$ cat src/design/wb_soc_pkg.sv
/*
 * system bus package
 * widths, address map, register offsets and the bus request and
 * response types shared by the arbiter, decoder and the three slaves
 */

package wb_soc_pkg;

    // ------------------------------
    // bus widths
    // ------------------------------
    localparam int WB_DWIDTH = 32;
    localparam int WB_SWIDTH = 4;
    localparam int WB_AWIDTH = 32;

    // boot memory, 2 KB
    localparam int BOOT_WORDS  = 512;
    localparam int BOOT_AWIDTH = $clog2(BOOT_WORDS);

    // ------------------------------
    // address map, top byte selects
    // ------------------------------
    localparam logic [WB_AWIDTH-1:0] BOOT_BASE  = 32'h0000_0000;
    localparam logic [WB_AWIDTH-1:0] TIMER_BASE = 32'h1300_0000;
    localparam logic [WB_AWIDTH-1:0] IRQ_BASE   = 32'h1400_0000;

    // raw status bit positions
    localparam int IRQ_SRCS      = 2;
    localparam int IRQ_SRC_SOFT  = 0;
    localparam int IRQ_SRC_TIMER = 1;

    typedef enum logic [1:0] {SEL_BOOT, SEL_TIMER, SEL_IRQ, SEL_NONE} slave_sel_e;

    typedef enum logic [1:0] {GNT_IDLE, GNT_DATA, GNT_INSTR} grant_e;

    // timer word offsets
    typedef enum logic [3:0] {
        TMR_LOAD  = 4'h0,
        TMR_VALUE = 4'h4,
        TMR_CTRL  = 4'h8,
        TMR_CLEAR = 4'hC
    } timer_reg_e;

    // interrupt controller offsets
    typedef enum logic [4:0] {
        IRQ_STATUS  = 5'h00,
        IRQ_RAW     = 5'h04,
        IRQ_EN_SET  = 5'h08,
        IRQ_EN_CLR  = 5'h0C,
        FIRQ_EN_SET = 5'h10,
        FIRQ_EN_CLR = 5'h14,
        SOFT_SET    = 5'h18,
        SOFT_CLR    = 5'h1C
    } irq_reg_e;

    // ------------------------------
    // bus cycle types
    // ------------------------------
    typedef struct packed {
        logic                 cyc;
        logic                 stb;
        logic                 we;
        logic [WB_SWIDTH-1:0] sel;
        logic [WB_AWIDTH-1:0] adr;
        logic [WB_DWIDTH-1:0] wdat;
    } wb_req_t;

    typedef struct packed {
        logic                 ack;
        logic                 err;
        logic [WB_DWIDTH-1:0] rdat;
    } wb_rsp_t;

endpackage

$ cat src/design/wb_decoder.sv
/*
 * bus address decoder
 * routes the shared request to one of three slaves by the top
 * address byte, muxes the response back, errors unmapped accesses
 */

`timescale 1ns/1ns

module wb_decoder (
    input  logic                i_sys_clk,
    input  logic                i_rst_n,
    input  wb_soc_pkg::wb_req_t i_bus_req,
    input  wb_soc_pkg::wb_rsp_t i_boot_rsp,
    input  wb_soc_pkg::wb_rsp_t i_timer_rsp,
    input  wb_soc_pkg::wb_rsp_t i_irq_rsp,
    output wb_soc_pkg::wb_rsp_t o_bus_rsp,
    output wb_soc_pkg::wb_req_t o_boot_req,
    output wb_soc_pkg::wb_req_t o_timer_req,
    output wb_soc_pkg::wb_req_t o_irq_req
);
    import wb_soc_pkg::*;

    slave_sel_e slave_sel;
    logic       err_q;

    // ------------------------------
    // address decode
    // ------------------------------
    always_comb begin
        case (i_bus_req.adr[31:24])
            BOOT_BASE[31:24]:  slave_sel = SEL_BOOT;
            TIMER_BASE[31:24]: slave_sel = SEL_TIMER;
            IRQ_BASE[31:24]:   slave_sel = SEL_IRQ;
            default:           slave_sel = SEL_NONE;
        endcase
    end

    // stb only reaches the selected slave
    always_comb begin
        o_boot_req      = i_bus_req;
        o_timer_req     = i_bus_req;
        o_irq_req       = i_bus_req;
        o_boot_req.stb  = i_bus_req.stb && (slave_sel == SEL_BOOT);
        o_timer_req.stb = i_bus_req.stb && (slave_sel == SEL_TIMER);
        o_irq_req.stb   = i_bus_req.stb && (slave_sel == SEL_IRQ);
    end

    // ------------------------------
    // unmapped access error
    // ------------------------------
    // one-cycle pulse, one cycle after stb
    always_ff @(posedge i_sys_clk) begin
        if (!i_rst_n) begin
            err_q <= 1'b0;
        end else begin
            err_q <= i_bus_req.cyc && i_bus_req.stb && (slave_sel == SEL_NONE) && !err_q;
        end
    end

    // response mux, address is held until the response
    always_comb begin
        case (slave_sel)
            SEL_BOOT:  o_bus_rsp = i_boot_rsp;
            SEL_TIMER: o_bus_rsp = i_timer_rsp;
            SEL_IRQ:   o_bus_rsp = i_irq_rsp;
            default:   o_bus_rsp = '{ack: 1'b0, err: err_q, rdat: '0};
        endcase
    end

endmodule

$ cat config.mk
export PLATFORM = sky130hd
export DESIGN_NAME = wb_decoder
export DESIGN_NICKNAME = d
export VERILOG_FILES = /design/src/design/wb_soc_pkg.sv /design/src/design/wb_decoder.sv
export SDC_FILE = /design/constraint.sdc
export NUM_CORES = 1
export LEC_CHECK = 0
export BUFFER_PORTS_ARGS = -buffer_cell sky130_fd_sc_hd__clkbuf_2
export CAP_MARGIN = 20
export CORE_AREA = 2 2 164 166
export CTS_CLUSTER_DIAMETER = 80
export DETAILED_ROUTE_END_ITERATION = 10
export DIE_AREA = 0 0 166 168
export PLACE_DENSITY = 0.4
export SLEW_MARGIN = 10
export SYNTH_ARGS = -nofsm -noshare
export SYNTH_HDL_FRONTEND = slang
export SYNTH_SLANG_ARGS = --single-unit
export TNS_END_PERCENT = 30
$ cat constraint.sdc
create_clock -name i_sys_clk -period 2.4 [get_ports i_sys_clk]
set_input_delay 0.48 -clock i_sys_clk [delete_from_list [all_inputs] [get_ports i_sys_clk]]
set_output_delay 0.48 -clock i_sys_clk [all_outputs]
set_load 0.005 [all_outputs]
=== Yosys cells after proc, flatten, opt, wreduce, memory -nomap -nowiden ===
Cells that the tools add are included.

* Output and inout port bits: 247
* Flip-flop bits (word level): 1
* Logic and storage cells: 17

* Mux-type cells: 2
* Reduce and logical (&&, ||, !) cells: 9
* Equal/unequal tests: 5

{| class="wikitable"
|+ Operator list
! cell !! count
|-
| 34-bit case mux with 3 select lines || 1
|-
| 8-bit by 5-bit == test with 1-bit output (second input constant) || 2
|-
| 8-bit zero test || 1
|-
| 1-bit logical AND || 6
|-
| 2-bit case mux with 3 select lines || 1
|-
| 2-bit == test (second input constant) || 2
|-
| 2-bit by 1-bit == test with 1-bit output (second input constant) || 1
|-
| 2-bit zero test || 1
|-
| 1-bit zero test || 1
|}

=== Depth between registers and ports, before layout ===
Gate-level depths: netlist of run 1.

* Depth after elaboration: 5
* Gate-level depth with buffers: 5

=== Worst setup path before layout of run 1 ===
OpenSTA, ideal clock, no wires.

* Path type: input-to-output
* Start: input i_bus_req[61] (netlist name)
* End: output o_bus_rsp[0] (netlist name)
* Stages on the path: 4
* Arrival time: 1.510 ns
* Buffers on the path: 1
* Setup slack: 0.410 ns
* Data required time: 1.920 ns
* Cell sequence: or4_4 nor2_8 buf_6 a221o_1

{| class="wikitable"
|+ RTL lines
! element !! line !! source
|-
| start, declared || wb_decoder.sv:12 || <nowiki>input wb_soc_pkg::wb_req_t i_bus_req,</nowiki>
|-
| end, declared || wb_decoder.sv:16 || <nowiki>output wb_soc_pkg::wb_rsp_t o_bus_rsp,</nowiki>
|}

==> run summary, run 1 <==
Result of the run = completed
Unrepaired setup endpoints after global routing = no
GRT met3 Usage = 2.468%
Proportion of layout cells with a drive suffix above 1 = 71.64%
Number of buffer and inverter instances along the worst setup path = 3
Max Clock Freq = 0.4287 GHz
Area of all placed cells without fillers = 2181 um2
CTS Hold Buffers Added = 0
WL per Instance = 14.90 um
Area share of fa/ha/maj cells after synthesis = 0%
Reg-to-reg startpoint = err_q
Routed WL = 9179 um
Internal Dissipation = 0.1175 mW
DIE AREA = 27890 um2
Cell depth of the worst flop-to-flop path = 2
Leading cell type in the layout, fill and taps excluded = sky130_fd_sc_hd__clkbuf_2
Yosys warns = 0
Mux share of post-synthesis cell area = 0%
Area after detailed placement = 2168 um2
Worst max-slew margin expressed relative to the limit = 81.09%
Hold crit path type = reg2reg
Startpoint of the worst hold path = err_q
Sequential-to-total area share from yosys stat = 0.8403%
Number of instances on the worst hold path = 2
Clock power share = 0%
Endpoint of the worst register-to-register path = err_q
Count of unique library cells instantiated by Yosys = 21
M1 GR Usage = 5.799%
GRT Resource Usage Total = 5.884%
NumNets Final = 452
Growth of design area from synthesis to finish = -8.456%
Register clock-pin slew on the reported worst setup and hold paths = 0 ps
WHS = 508.3 ps
CP Class = in2out
End point of the worst hold path = err_q
Startpoint kind of the worst setup timing path = input port
Fraction of synthesized cell area in xor and xnor cells = 0%
Number of buffers added on ports = 177
Worst Setup End Kind = primary output
Proportion of power drawn by flip-flops and latches = 9.4%
Grt ovf = 0
Register with the most flip-flops = err_q
Switching fraction of total power = 38.18%
Maximum number of pins on one net before global-route repair = 26
Total power per unit cell area = 87.19 nW/um2
Slowest stage cell, crit path = sky130_fd_sc_hd__or4_4
Number of antenna violations at the first check in global routing = 0
Relative contribution of combinational cells to total power = 90.6%
Setup TNS = 0 ps
Compound-gate portion of the synthesized area = 15.13%
Average cell area after synthesis = 7.660 um2
Max-capacitance violation count = 0
Cell count after synthesis = 311
Leakage power summed over all cells = 1.232 nW
Initial drt markers = 59
Chip width = 166 um
Pre-CTS worst setup slack = -29.55 ps
Slew @ Worst Pin = 282.4 ps
Count of final hold-check violations = 0
Worst endpoint data arrival time = 1850 ps
Post-CTS setup buffer count = 0
Total half-perimeter wirelength after legalization and detailed placement = 8091 um
Via-to-Cell Ratio = 3.026
Largest family of logic cells by synthesized area = buffers and inverters
Final critical path time including I/O delays and setup = 2333 ps
Registers with the highest flip-flop counts = err_q: 1 flops
Max FFs per register = 1
Global routing usage on met2 = 10.59%
Global-route wire length before repair = 12450 um
Biggest cell delay along the critical path = 590 ps
Ordered cell list for the critical path = clkbuf_2 -> or4_4 -> nor2_8 -> buf_12 -> a221o_1 -> clkbuf_2
Drt drc = 0
Register bit total from synthesis = 1
Final GP Congestion = 0.6206
Area inside the core boundary = 26350 um2
Worst ir drop on vdd = 0.02760 mV
Dominant cell type by count on the critical path = sky130_fd_sc_hd__clkbuf_2
Max FO, Critical Path = 25
Diode count = 0
Fin crit share = 97.20%
Req. time, crit path = 1920 ps
Die Y = 168 um
Floorplan row count = 60
Number of max-slew violations in the final report = 0
Worst Slack Setup Final = 67.30 ps
Number of global-route vias before repair = 1839
CP delay by family, top = simple AND/OR/NAND/NOR gates
Effective utilization at floorplan = 9.041%
Total number of vias = 1864
Final-report setup violation count = 0
First-pass DRT Iterations = 4
Stages on worst setup path = 6
Clock latency at the later pin of the worst-skew pair = 0 ps
Post-Syn Area = 2382 um2
Basic-gate share of the synthesized area counting and, or, nand and nor cells = 14.18%
Commonest cells after routing, fill and taps aside = 177 x sky130_fd_sc_hd__clkbuf_2, 34 x sky130_fd_sc_hd__and3_1, 33 x sky130_fd_sc_hd__a221o_1, 9 x sky130_fd_sc_hd__buf_4, 3 x sky130_fd_sc_hd__and2_1
Mapped Nets = 486
Detail Route Antenna Nets = 0
Clock skew after layout = 0 ps
Io pins = 422
Setup slack on the worst flop-to-flop path = 1710 ps
Power spent charging and discharging nets = 0.07260 mW
Routing layer with the top usage in global route = met2
routing by layer:
layer	share of wire (%)	vias to the layer above
li1	-	794
met1	33	799
met2	48	213
met3	14	58
met4	5.5	0
met5	0	-
layout make-up:
class | instances | area [um2]
flip-flops and latches | 1 | 20.02
multi-input cells | 85 | 729.5
well taps | 341 | 426.7
fillers | 3091 | 24170
repair buffers | 189 | 1005
cells by family (layout without fill, tap and decap cells):
logic type             Yosys count  after routing
buffers and inverters          225            189
and+or+nand+nor                 49             49
DFF                              1              1
AOI/OAI and AO/OA               36             36
stage by stage:
step | util (%) | std cells | total power, mW
detailed placement | 8.229 | 616 | 0.1914
global placement | 8.229 | 616 | 0.1918
floorplan | - | 311 | 0.3223
finish | 8.276 | 616 | 0.1901
CTS | 8.262 | 616 | 0.1938
global route | 8.276 | 616 | 0.2071
worst reg2reg max path: stages, from the launching register on:
cell and delay (ps):
sky130_fd_sc_hd__dfxtp_1 280, sky130_fd_sc_hd__nand4b_1 170, sky130_fd_sc_hd__nor4_1 150
worst max path at each step:
stage | endpoint | start | slack (ps)
after floorplan | o_bus_rsp[0] | i_bus_req[61] | 410
after global placement | o_bus_rsp[28] | i_bus_req[60] | -50
after detailed placement | o_bus_rsp[28] | i_bus_req[60] | -30
after CTS | o_bus_rsp[8] | i_bus_req[61] | 50
after global routing | o_bus_rsp[1] | i_bus_req[61] | 7
final | o_bus_rsp[22] | i_bus_req[61] | 70
synthesized netlist by cell type (all sizes together):
cell type / n / area share (%)
a2111o: 1 / 0.47
a21bo: 1 / 0.42
a221o: 33 / 14
and2: 3 / 0.79
and3: 35 / 9.2
buf: 219 / 69
clkbuf: 6 / 1.0
dfxtp: 1 / 0.84
nand3: 2 / 0.42
nand4b: 1 / 0.37
nor2: 1 / 0.84
nor3: 1 / 0.21
nor4: 1 / 0.26
nor4b: 1 / 0.37
nor4bb: 1 / 0.42
o311ai: 1 / 0.37
or3b: 1 / 0.37
or4: 2 / 0.95
repair_timing:
action | 4_1_cts | 5_1_grt
gates resized for setup | 1 | 1
endpoints found under the setup margin | 11 | 4
cloned | 0 | 0
power by group through the flow:
stage | Combinational (mW) | Clock [mW] | Sequential [mW]
after floorplan | 0.304 | 0 | 0.0178
after global placement | 0.174 | 0 | 0.0179
after detailed placement | 0.173 | 0 | 0.0179
after CTS | 0.176 | 0 | 0.0179
after global routing | 0.189 | 0 | 0.0181
final | 0.172 | 0 | 0.0179
Note: power is estimated with default switching activity, not from simulation.
==> run 2, diff against run 1 <==
- BUFFER_PORTS_ARGS: -buffer_cell sky130_fd_sc_hd__clkbuf_2 -> default
- CORE_AREA: 2 2 164 166 -> 2 2 166 168
- DIE_AREA: 0 0 166 168 -> 0 0 168 170
- DONT_BUFFER_PORTS: default -> 1
- PLACE_DENSITY: 0.4 -> 0.3
- SKIP_CTS_REPAIR_TIMING: default -> 1
==> run 2 against run 1 <==
Die area increased by 2.4%. Hold slack improved by 51 ps. Utilization decreased by 3.6 points. Global-route usage decreased by 2.1 points. Power decreased by 75%. Final area decreased by 43%. Largest cell class is now multi-input combinational cells.
==> run summary, run 2 (synthesized netlist as in run 1, its figures left out) <==
Die Y = 170 um (+1.2%)
Total number of vias = 1110 (-40%)
Internal Dissipation = 0.03072 mW (-74%)
Power spent charging and discharging nets = 0.01677 mW (-77%)
Proportion of power drawn by flip-flops and latches = 38.4% (+29 points)
Grt ovf = 0 (unchanged)
Switching fraction of total power = 35.31% (-2.9 points)
Number of global-route vias before repair = 1143 (-38%)
Effective utilization at floorplan = 8.939% (-0.10 points)
CP Class = in2out
Max FO, Critical Path = 10 (-60%)
Chip width = 168 um (+1.2%)
Hold crit path type = reg2reg
Post-route insts no fill = 434 (-30%)
Growth of design area from synthesis to finish = -48.00%
Cell depth of the worst flop-to-flop path = 2 (unchanged)
Final critical path time including I/O delays and setup = 2133 ps (-199.8 ps)
Filler cell count in the final layout = 3129 (+1.2%)
Max FFs per register = 1 (unchanged)
Area inside the core boundary = 26650 um2 (+1.1%)
Endpoint of the worst register-to-register path = err_q
Worst Slack Setup Final = 267.1 ps (+199.8 ps)
Routed WL = 6531 um (-29%)
Initial drt markers = 48 (-19%)
Worst endpoint data arrival time = 1650 ps (-200 ps)
Origin of the worst setup path = i_bus_req[61]
Leakage power summed over all cells = 0.4434 nW (-64%)
DIE AREA = 28560 um2 (+2.4%)
Register with the most flip-flops = err_q
Slew @ Worst Pin = 388.8 ps (+106.4 ps)
Clock power share = 0% (unchanged)
Capture point of the worst path = o_bus_rsp[2]
Final-report setup violation count = 0 (unchanged)
GRT Resource Usage Total = 3.760% (-2.1 points)
Via-to-Cell Ratio = 2.558 (-15%)
Number of antenna violations at the first check in global routing = 2 (+2)
Number of max-slew violations in the final report = 0 (unchanged)
Leading cell type in the layout, fill and taps excluded = sky130_fd_sc_hd__and3_1
First-pass DRT Iterations = 4 (unchanged)
Drt drc = 0 (unchanged)
Count of final hold-check violations = 0 (unchanged)
Floorplan row count = 60 (unchanged)
Worst ir drop on vdd = 0.02884 mV (+4.5%)
Detail Route Antenna Nets = 0 (unchanged)
Clock skew after layout = 0 ps (unchanged)
Proportion of layout cells with a drive suffix above 1 = 14.13% (-58 points)
Relative contribution of combinational cells to total power = 61.6% (-29 points)
Result of the run = completed
Number of buffers added on ports = 0 (-100%)
Pre-CTS worst setup slack = 268.0 ps (+297.5 ps)
Registers with the highest flip-flop counts = err_q: 1 flops
Global-route wire length before repair = 8066 um (-35%)
Unrepaired setup endpoints after global routing = no
Clock latency at the later pin of the worst-skew pair = 0 ps (unchanged)
Worst Setup End Kind = primary output
Setup TNS = 0 ps (unchanged)
Startpoint kind of the worst setup timing path = input port
Io pins = 422 (unchanged)
Maximum number of pins on one net before global-route repair = 38 (+46%)
Reg-to-reg startpoint = err_q
Footprint of the flip-flops and latches = 20.02 um2 (unchanged)
Worst max-slew margin expressed relative to the limit = 73.67% (-7.4 points)
WL per Instance = 15.05 um (+0.99%)
Multi-input logic area = 719.4 um2 (-1.4%)
Total half-perimeter wirelength after legalization and detailed placement = 5320 um (-34%)
Max-capacitance violation count = 0 (unchanged)
Final GP Congestion = 0.6073 (-2.1%)
Register clock-pin slew on the reported worst setup and hold paths = 0 ps (unchanged)
Req. time, crit path = 1920 ps (about the same)
Fin crit share = 88.87% (-8.3 points)
Max Clock Freq = 0.4689 GHz (+9.4%)
Total power per unit cell area = 38.34 nW/um2 (-56%)
Fin util = 4.648% (-3.6 points)
Commonest cells after routing, fill and taps aside = 35 x sky130_fd_sc_hd__and3_1, 33 x sky130_fd_sc_hd__a221o_1, 4 x sky130_fd_sc_hd__buf_4, 3 x sky130_fd_sc_hd__and2_1
NumNets Final = 269 (-40%)
Setup slack on the worst flop-to-flop path = 1660 ps (-50 ps)
Cells after DPL = 433 (-30%)
## run 2: final cells by class
cell class	instances	area share (%)
Multi-Input combinational cell	85	58.08
Tap cell	341	34.44
Timing Repair Buffer	6	5.657
Sequential cell	1	1.616
Antenna cell	1	0.2020
## run 2: per-stage QoR
stage / power, mW / area (um2) / hold WS, ps
final: 0.04749 / 1239 / 559.3
after global routing: 0.05023 / 1239 / 597.6
after CTS: 0.04822 / 1236 / 576.7
after detailed placement: 0.04817 / 1236 / 572.8
after global placement: 0.04735 / 1236 / 571.1
after floorplan: 0.3223 / 2382 / 470.3
## run 2: power by group through the flow
stage / Combinational [mW] / Sequential (mW) / Clock, mW
5_1_grt: 0.0319 / 0.0184 / 0.0000000557
3_3_place_gp: 0.0290 / 0.0183 / 0
6_report: 0.0293 / 0.0182 / 0.0000000558
2_1_floorplan: 0.304 / 0.0178 / 0
4_1_cts: 0.0299 / 0.0183 / 0
3_5_place_dp: 0.0298 / 0.0183 / 0
## run 2: worst min-delay path by stage
stage / from / end / slack (ps) / depth (start not counted)
3_5_place_dp: err_q / err_q / 570 / 2
4_1_cts: err_q / err_q / 580 / 2
5_1_grt: err_q / err_q / 600 / 2
6_report: err_q / err_q / 560 / 2
3_3_place_gp: err_q / err_q / 570 / 2
2_1_floorplan: err_q / err_q / 470 / 2
## run 2: metal layers
layer,share of wire (%),GRT usage (%),wire length [um],vias up
met5,0,0,0,-
met4,7.6,3.327,496,0
met3,13,1.093,824,50
met2,50,7.061,3282,134
met1,30,3.257,1928,496
li1,-,-,-,430
## run 2: critical path: stages
cell                      delay (ps)
sky130_fd_sc_hd__or4_4           560
sky130_fd_sc_hd__nor2_8          190
sky130_fd_sc_hd__buf_4           220
sky130_fd_sc_hd__a221o_1         200
==> run 3, diff against run 2 <==
- ABC_AREA: default -> 1
- CORE_AREA: 2 2 166 168 -> 2 2 163 165
- DIE_AREA: 0 0 168 170 -> 0 0 165 167
- GPL_TIMING_DRIVEN: default -> 0
- HOLD_SLACK_MARGIN: default -> 0.1
==> run 3 against run 2 <==
Maximum frequency increased by 5.4%. Hold slack got worse by 43 ps. Critical path depth increased by 2. Via count increased by 94%.
==> run summary, run 3 <==
Via-to-Cell Ratio = 2.948 (+15%)
Cell types with the largest area share after synthesis = sky130_fd_sc_hd__buf_4 67%, sky130_fd_sc_hd__nand2_1 17%, sky130_fd_sc_hd__nand3_1 7.7%
Worst Setup End Kind = primary output
Maximum number of pins on one net before global-route repair = 11 (-71%)
Setup slack on the worst flop-to-flop path = 1770 ps (+110 ps)
First-pass DRT Iterations = 4 (unchanged)
Number of antenna violations at the first check in global routing = 0 (-2)
Register with the most flip-flops = err_q
Leading cell type in the layout, fill and taps excluded = sky130_fd_sc_hd__buf_4
Final critical path time including I/O delays and setup = 2023 ps (-109.4 ps)
Effective utilization at floorplan = 9.373% (+0.43 points)
Leakage power summed over all cells = 1.445 nW (+230%)
Startpoint kind of the worst setup timing path = input port
Setup TNS = 0 ps (unchanged)
Cell depth of the worst flop-to-flop path = 3 (+1)
Commonest cells after routing, fill and taps aside = 216 x sky130_fd_sc_hd__buf_4, 108 x sky130_fd_sc_hd__nand2_1, 37 x sky130_fd_sc_hd__nand3_1, 10 x sky130_fd_sc_hd__nor2_1, 8 x sky130_fd_sc_hd__inv_1
Post-Syn Area = 2415 um2 (+1.4%)
Number of instances on the worst hold path = 3 (+1)
Power spent charging and discharging nets = 0.1028 mW (+510%)
Routed WL = 9990 um (+53%)
Final GP Congestion = 0.6974 (+15%)
Max-capacitance violation count = 0 (unchanged)
Most frequent cells after synthesis = 216 x sky130_fd_sc_hd__buf_4, 108 x sky130_fd_sc_hd__nand2_1, 37 x sky130_fd_sc_hd__nand3_1
Number of max-slew violations in the final report = 0 (unchanged)
Total design power = 0.3426 mW (+620%)
Floorplan row count = 59 (-1.7%)
Most used flip-flop cell after synthesis = sky130_fd_sc_hd__dfxtp_1
GRT Resource Usage Total = 6.069% (+2.3 points)
DIE AREA = 27560 um2 (-3.5%)
Area of all placed cells without fillers = 2834 um2 (+130%)
Cell count after synthesis = 395 (+27%)
CP Class = in2out
Dominant cell type by count on the critical path = sky130_fd_sc_hd__nand2_1
Diode count = 0 (-1)
Most common cell in the synthesized netlist = sky130_fd_sc_hd__buf_4
Area inside the core boundary = 25760 um2 (-3.3%)
Io pins = 422 (unchanged)
Clock power share = 0% (unchanged)
Proportion of layout cells with a drive suffix above 1 = 57.97% (+44 points)
Total number of vias = 2152 (+94%)
Relative contribution of combinational cells to total power = 94.8% (+33 points)
Total half-perimeter wirelength after legalization and detailed placement = 9038 um (+70%)
Clock latency at the later pin of the worst-skew pair = 0 ps (unchanged)
Global-route wire length before repair = 12530 um (+55%)
Register clock-pin slew on the reported worst setup and hold paths = 0 ps (unchanged)
Proportion of power drawn by flip-flops and latches = 5.2% (-33 points)
Worst ir drop on vdd = 0.07787 mV (+170%)
Total power per unit cell area = 120.9 nW/um2 (+220%)
Register bit total from synthesis = 1 (unchanged)
Registers with the highest flip-flop counts = err_q: 1 flops
Max Clock Freq = 0.4942 GHz (+5.4%)
Unrepaired setup endpoints after global routing = no
Number of buffers added on ports = 0 (unchanged)
Max FO, Critical Path = 10 (unchanged)
Yosys warns = 0 (unchanged)
Area after detailed placement = 2834 um2 (+130%)
Grt ovf = 0 (unchanged)
Switching fraction of total power = 30.02% (-5.3 points)
Count of final hold-check violations = 0 (unchanged)
Ordered cell list for the critical path = nor2_1 -> nand2_1 -> nor2_4 -> buf_4 -> nand2_1 -> nand3_1
Mapped Nets = 570 (+17%)
NumNets Final = 572 (+110%)
Sequential-to-total area share from yosys stat = 0.8290% (-0.011 points)
Count of unique library cells instantiated by Yosys = 14 (-33%)
Slowest stage cell, crit path = sky130_fd_sc_hd__nor2_4
Internal Dissipation = 0.2398 mW (+680%)
Fraction of synthesis flops using an asynchronous set or reset pin = 0% (unchanged)
Startpoint of the worst hold path = err_q
End point of the worst hold path = err_q
Fraction of synthesized cell area taken by the top area cell type = 67.15% (+0.97 points)
Endpoint of the worst register-to-register path = err_q
Biggest cell delay along the critical path = 280 ps (-280 ps)
Req. time, crit path = 1920 ps (about the same)
Average cell area after synthesis = 6.113 um2 (-20%)
Die Y = 167 um (-1.8%)
Hold crit path type = reg2reg
Max FFs per register = 1 (unchanged)
Detail Route Antenna Nets = 0 (unchanged)
Clock skew after layout = 0 ps (unchanged)
Drt drc = 0 (unchanged)
Initial drt markers = 42 (-13%)
Reg-to-reg startpoint = err_q
Result of the run = completed
Growth of design area from synthesis to finish = 17.36%
Chip width = 165 um (-1.8%)
Slew @ Worst Pin = 282.4 ps (-106.5 ps)
Worst endpoint data arrival time = 1540 ps (-110 ps)
Number of global-route vias before repair = 1918 (+68%)
Fin crit share = 84.31% (-4.6 points)
Post-synth EDFFs = 0 (unchanged)
Final-report setup violation count = 0 (unchanged)
Worst max-slew margin expressed relative to the limit = 81.13% (+7.5 points)
WL per Instance = 13.68 um (-9.1%)
Leading area contributor after synthesis = sky130_fd_sc_hd__buf_4
## run 3: cell count changes after synthesis, moves of 8 or more
cell	before	now
sky130_fd_sc_hd__nand2_1	0	108
sky130_fd_sc_hd__and3_1	35	0
sky130_fd_sc_hd__nor2_1	0	10
sky130_fd_sc_hd__inv_1	0	8
sky130_fd_sc_hd__nand3_1	2	37
sky130_fd_sc_hd__a221o_1	33	0
## run 3: critical path: cells and delay by family
| kind | cells | cell delay [ps] |
|---|---|---|
| buf+inv | 1 | 250 |
| simple gates | 5 | 810 |
## run 3: area by class of cell
type	count	area [um2]
flip-flops and latches	1	20.02
plain buffers	219	1655
well taps	335	419.2
fillers	3048	22930
multi-input cells	164	695.7
inverters	11	43.79
## run 3: logic make-up after synthesis
| group | after synthesis | synth area share (%) |
|---|---|---|
| buffers and inverters | 230 | 70.36 |
| AND/OR/NAND/NOR | 164 | 28.81 |
| flip-flops | 1 | 0.8290 |
## run 3: metal layers
metal / global-route usage, % / wire [um] / vias to the layer above / part of all wire, %
li1: - / - / 998 / -
met1: 6.992 / 3506 / 936 / 35
met2: 12.43 / 5538 / 218 / 55
met3: 0.6227 / 945 / 0 / 9.5
met4: 0 / 0 / 0 / 0
met5: 0 / 0 / - / 0
## run 3: through the flow
step           hold slack, ps  utilization, %  cells  setup WS [ps]
5_1_grt                 551.8           11.00    730          247.0
3_3_place_gp            515.0           11.00    730          244.0
3_5_place_dp            520.5           11.00    730          265.8
2_1_floorplan           480.6               -    395          783.5
6_report                516.0           11.00    730          376.5
4_1_cts                 518.9           11.00    730          265.4
## run 3: how the worst max path moves through the flow
stage | startpoint | end | slack (ps)
5_1_grt | i_bus_req[56] | o_bus_rsp[18] | 250
3_5_place_dp | i_bus_req[56] | o_bus_rsp[18] | 270
2_1_floorplan | i_bus_req[59] | o_bus_rsp[0] | 780
4_1_cts | i_bus_req[56] | o_bus_rsp[18] | 270
6_report | i_bus_req[56] | o_bus_rsp[18] | 380
3_3_place_gp | i_bus_req[56] | o_bus_rsp[18] | 240
## run 3: power groups by stage
stage | clock (mW) | combinational, mW | sequential [mW]
2_1_floorplan | 0 | 0.303 | 0.0179
6_report | 0 | 0.325 | 0.0180
5_1_grt | 0 | 0.352 | 0.0181
3_3_place_gp | 0 | 0.336 | 0.0180
4_1_cts | 0 | 0.330 | 0.0180
3_5_place_dp | 0 | 0.330 | 0.0180
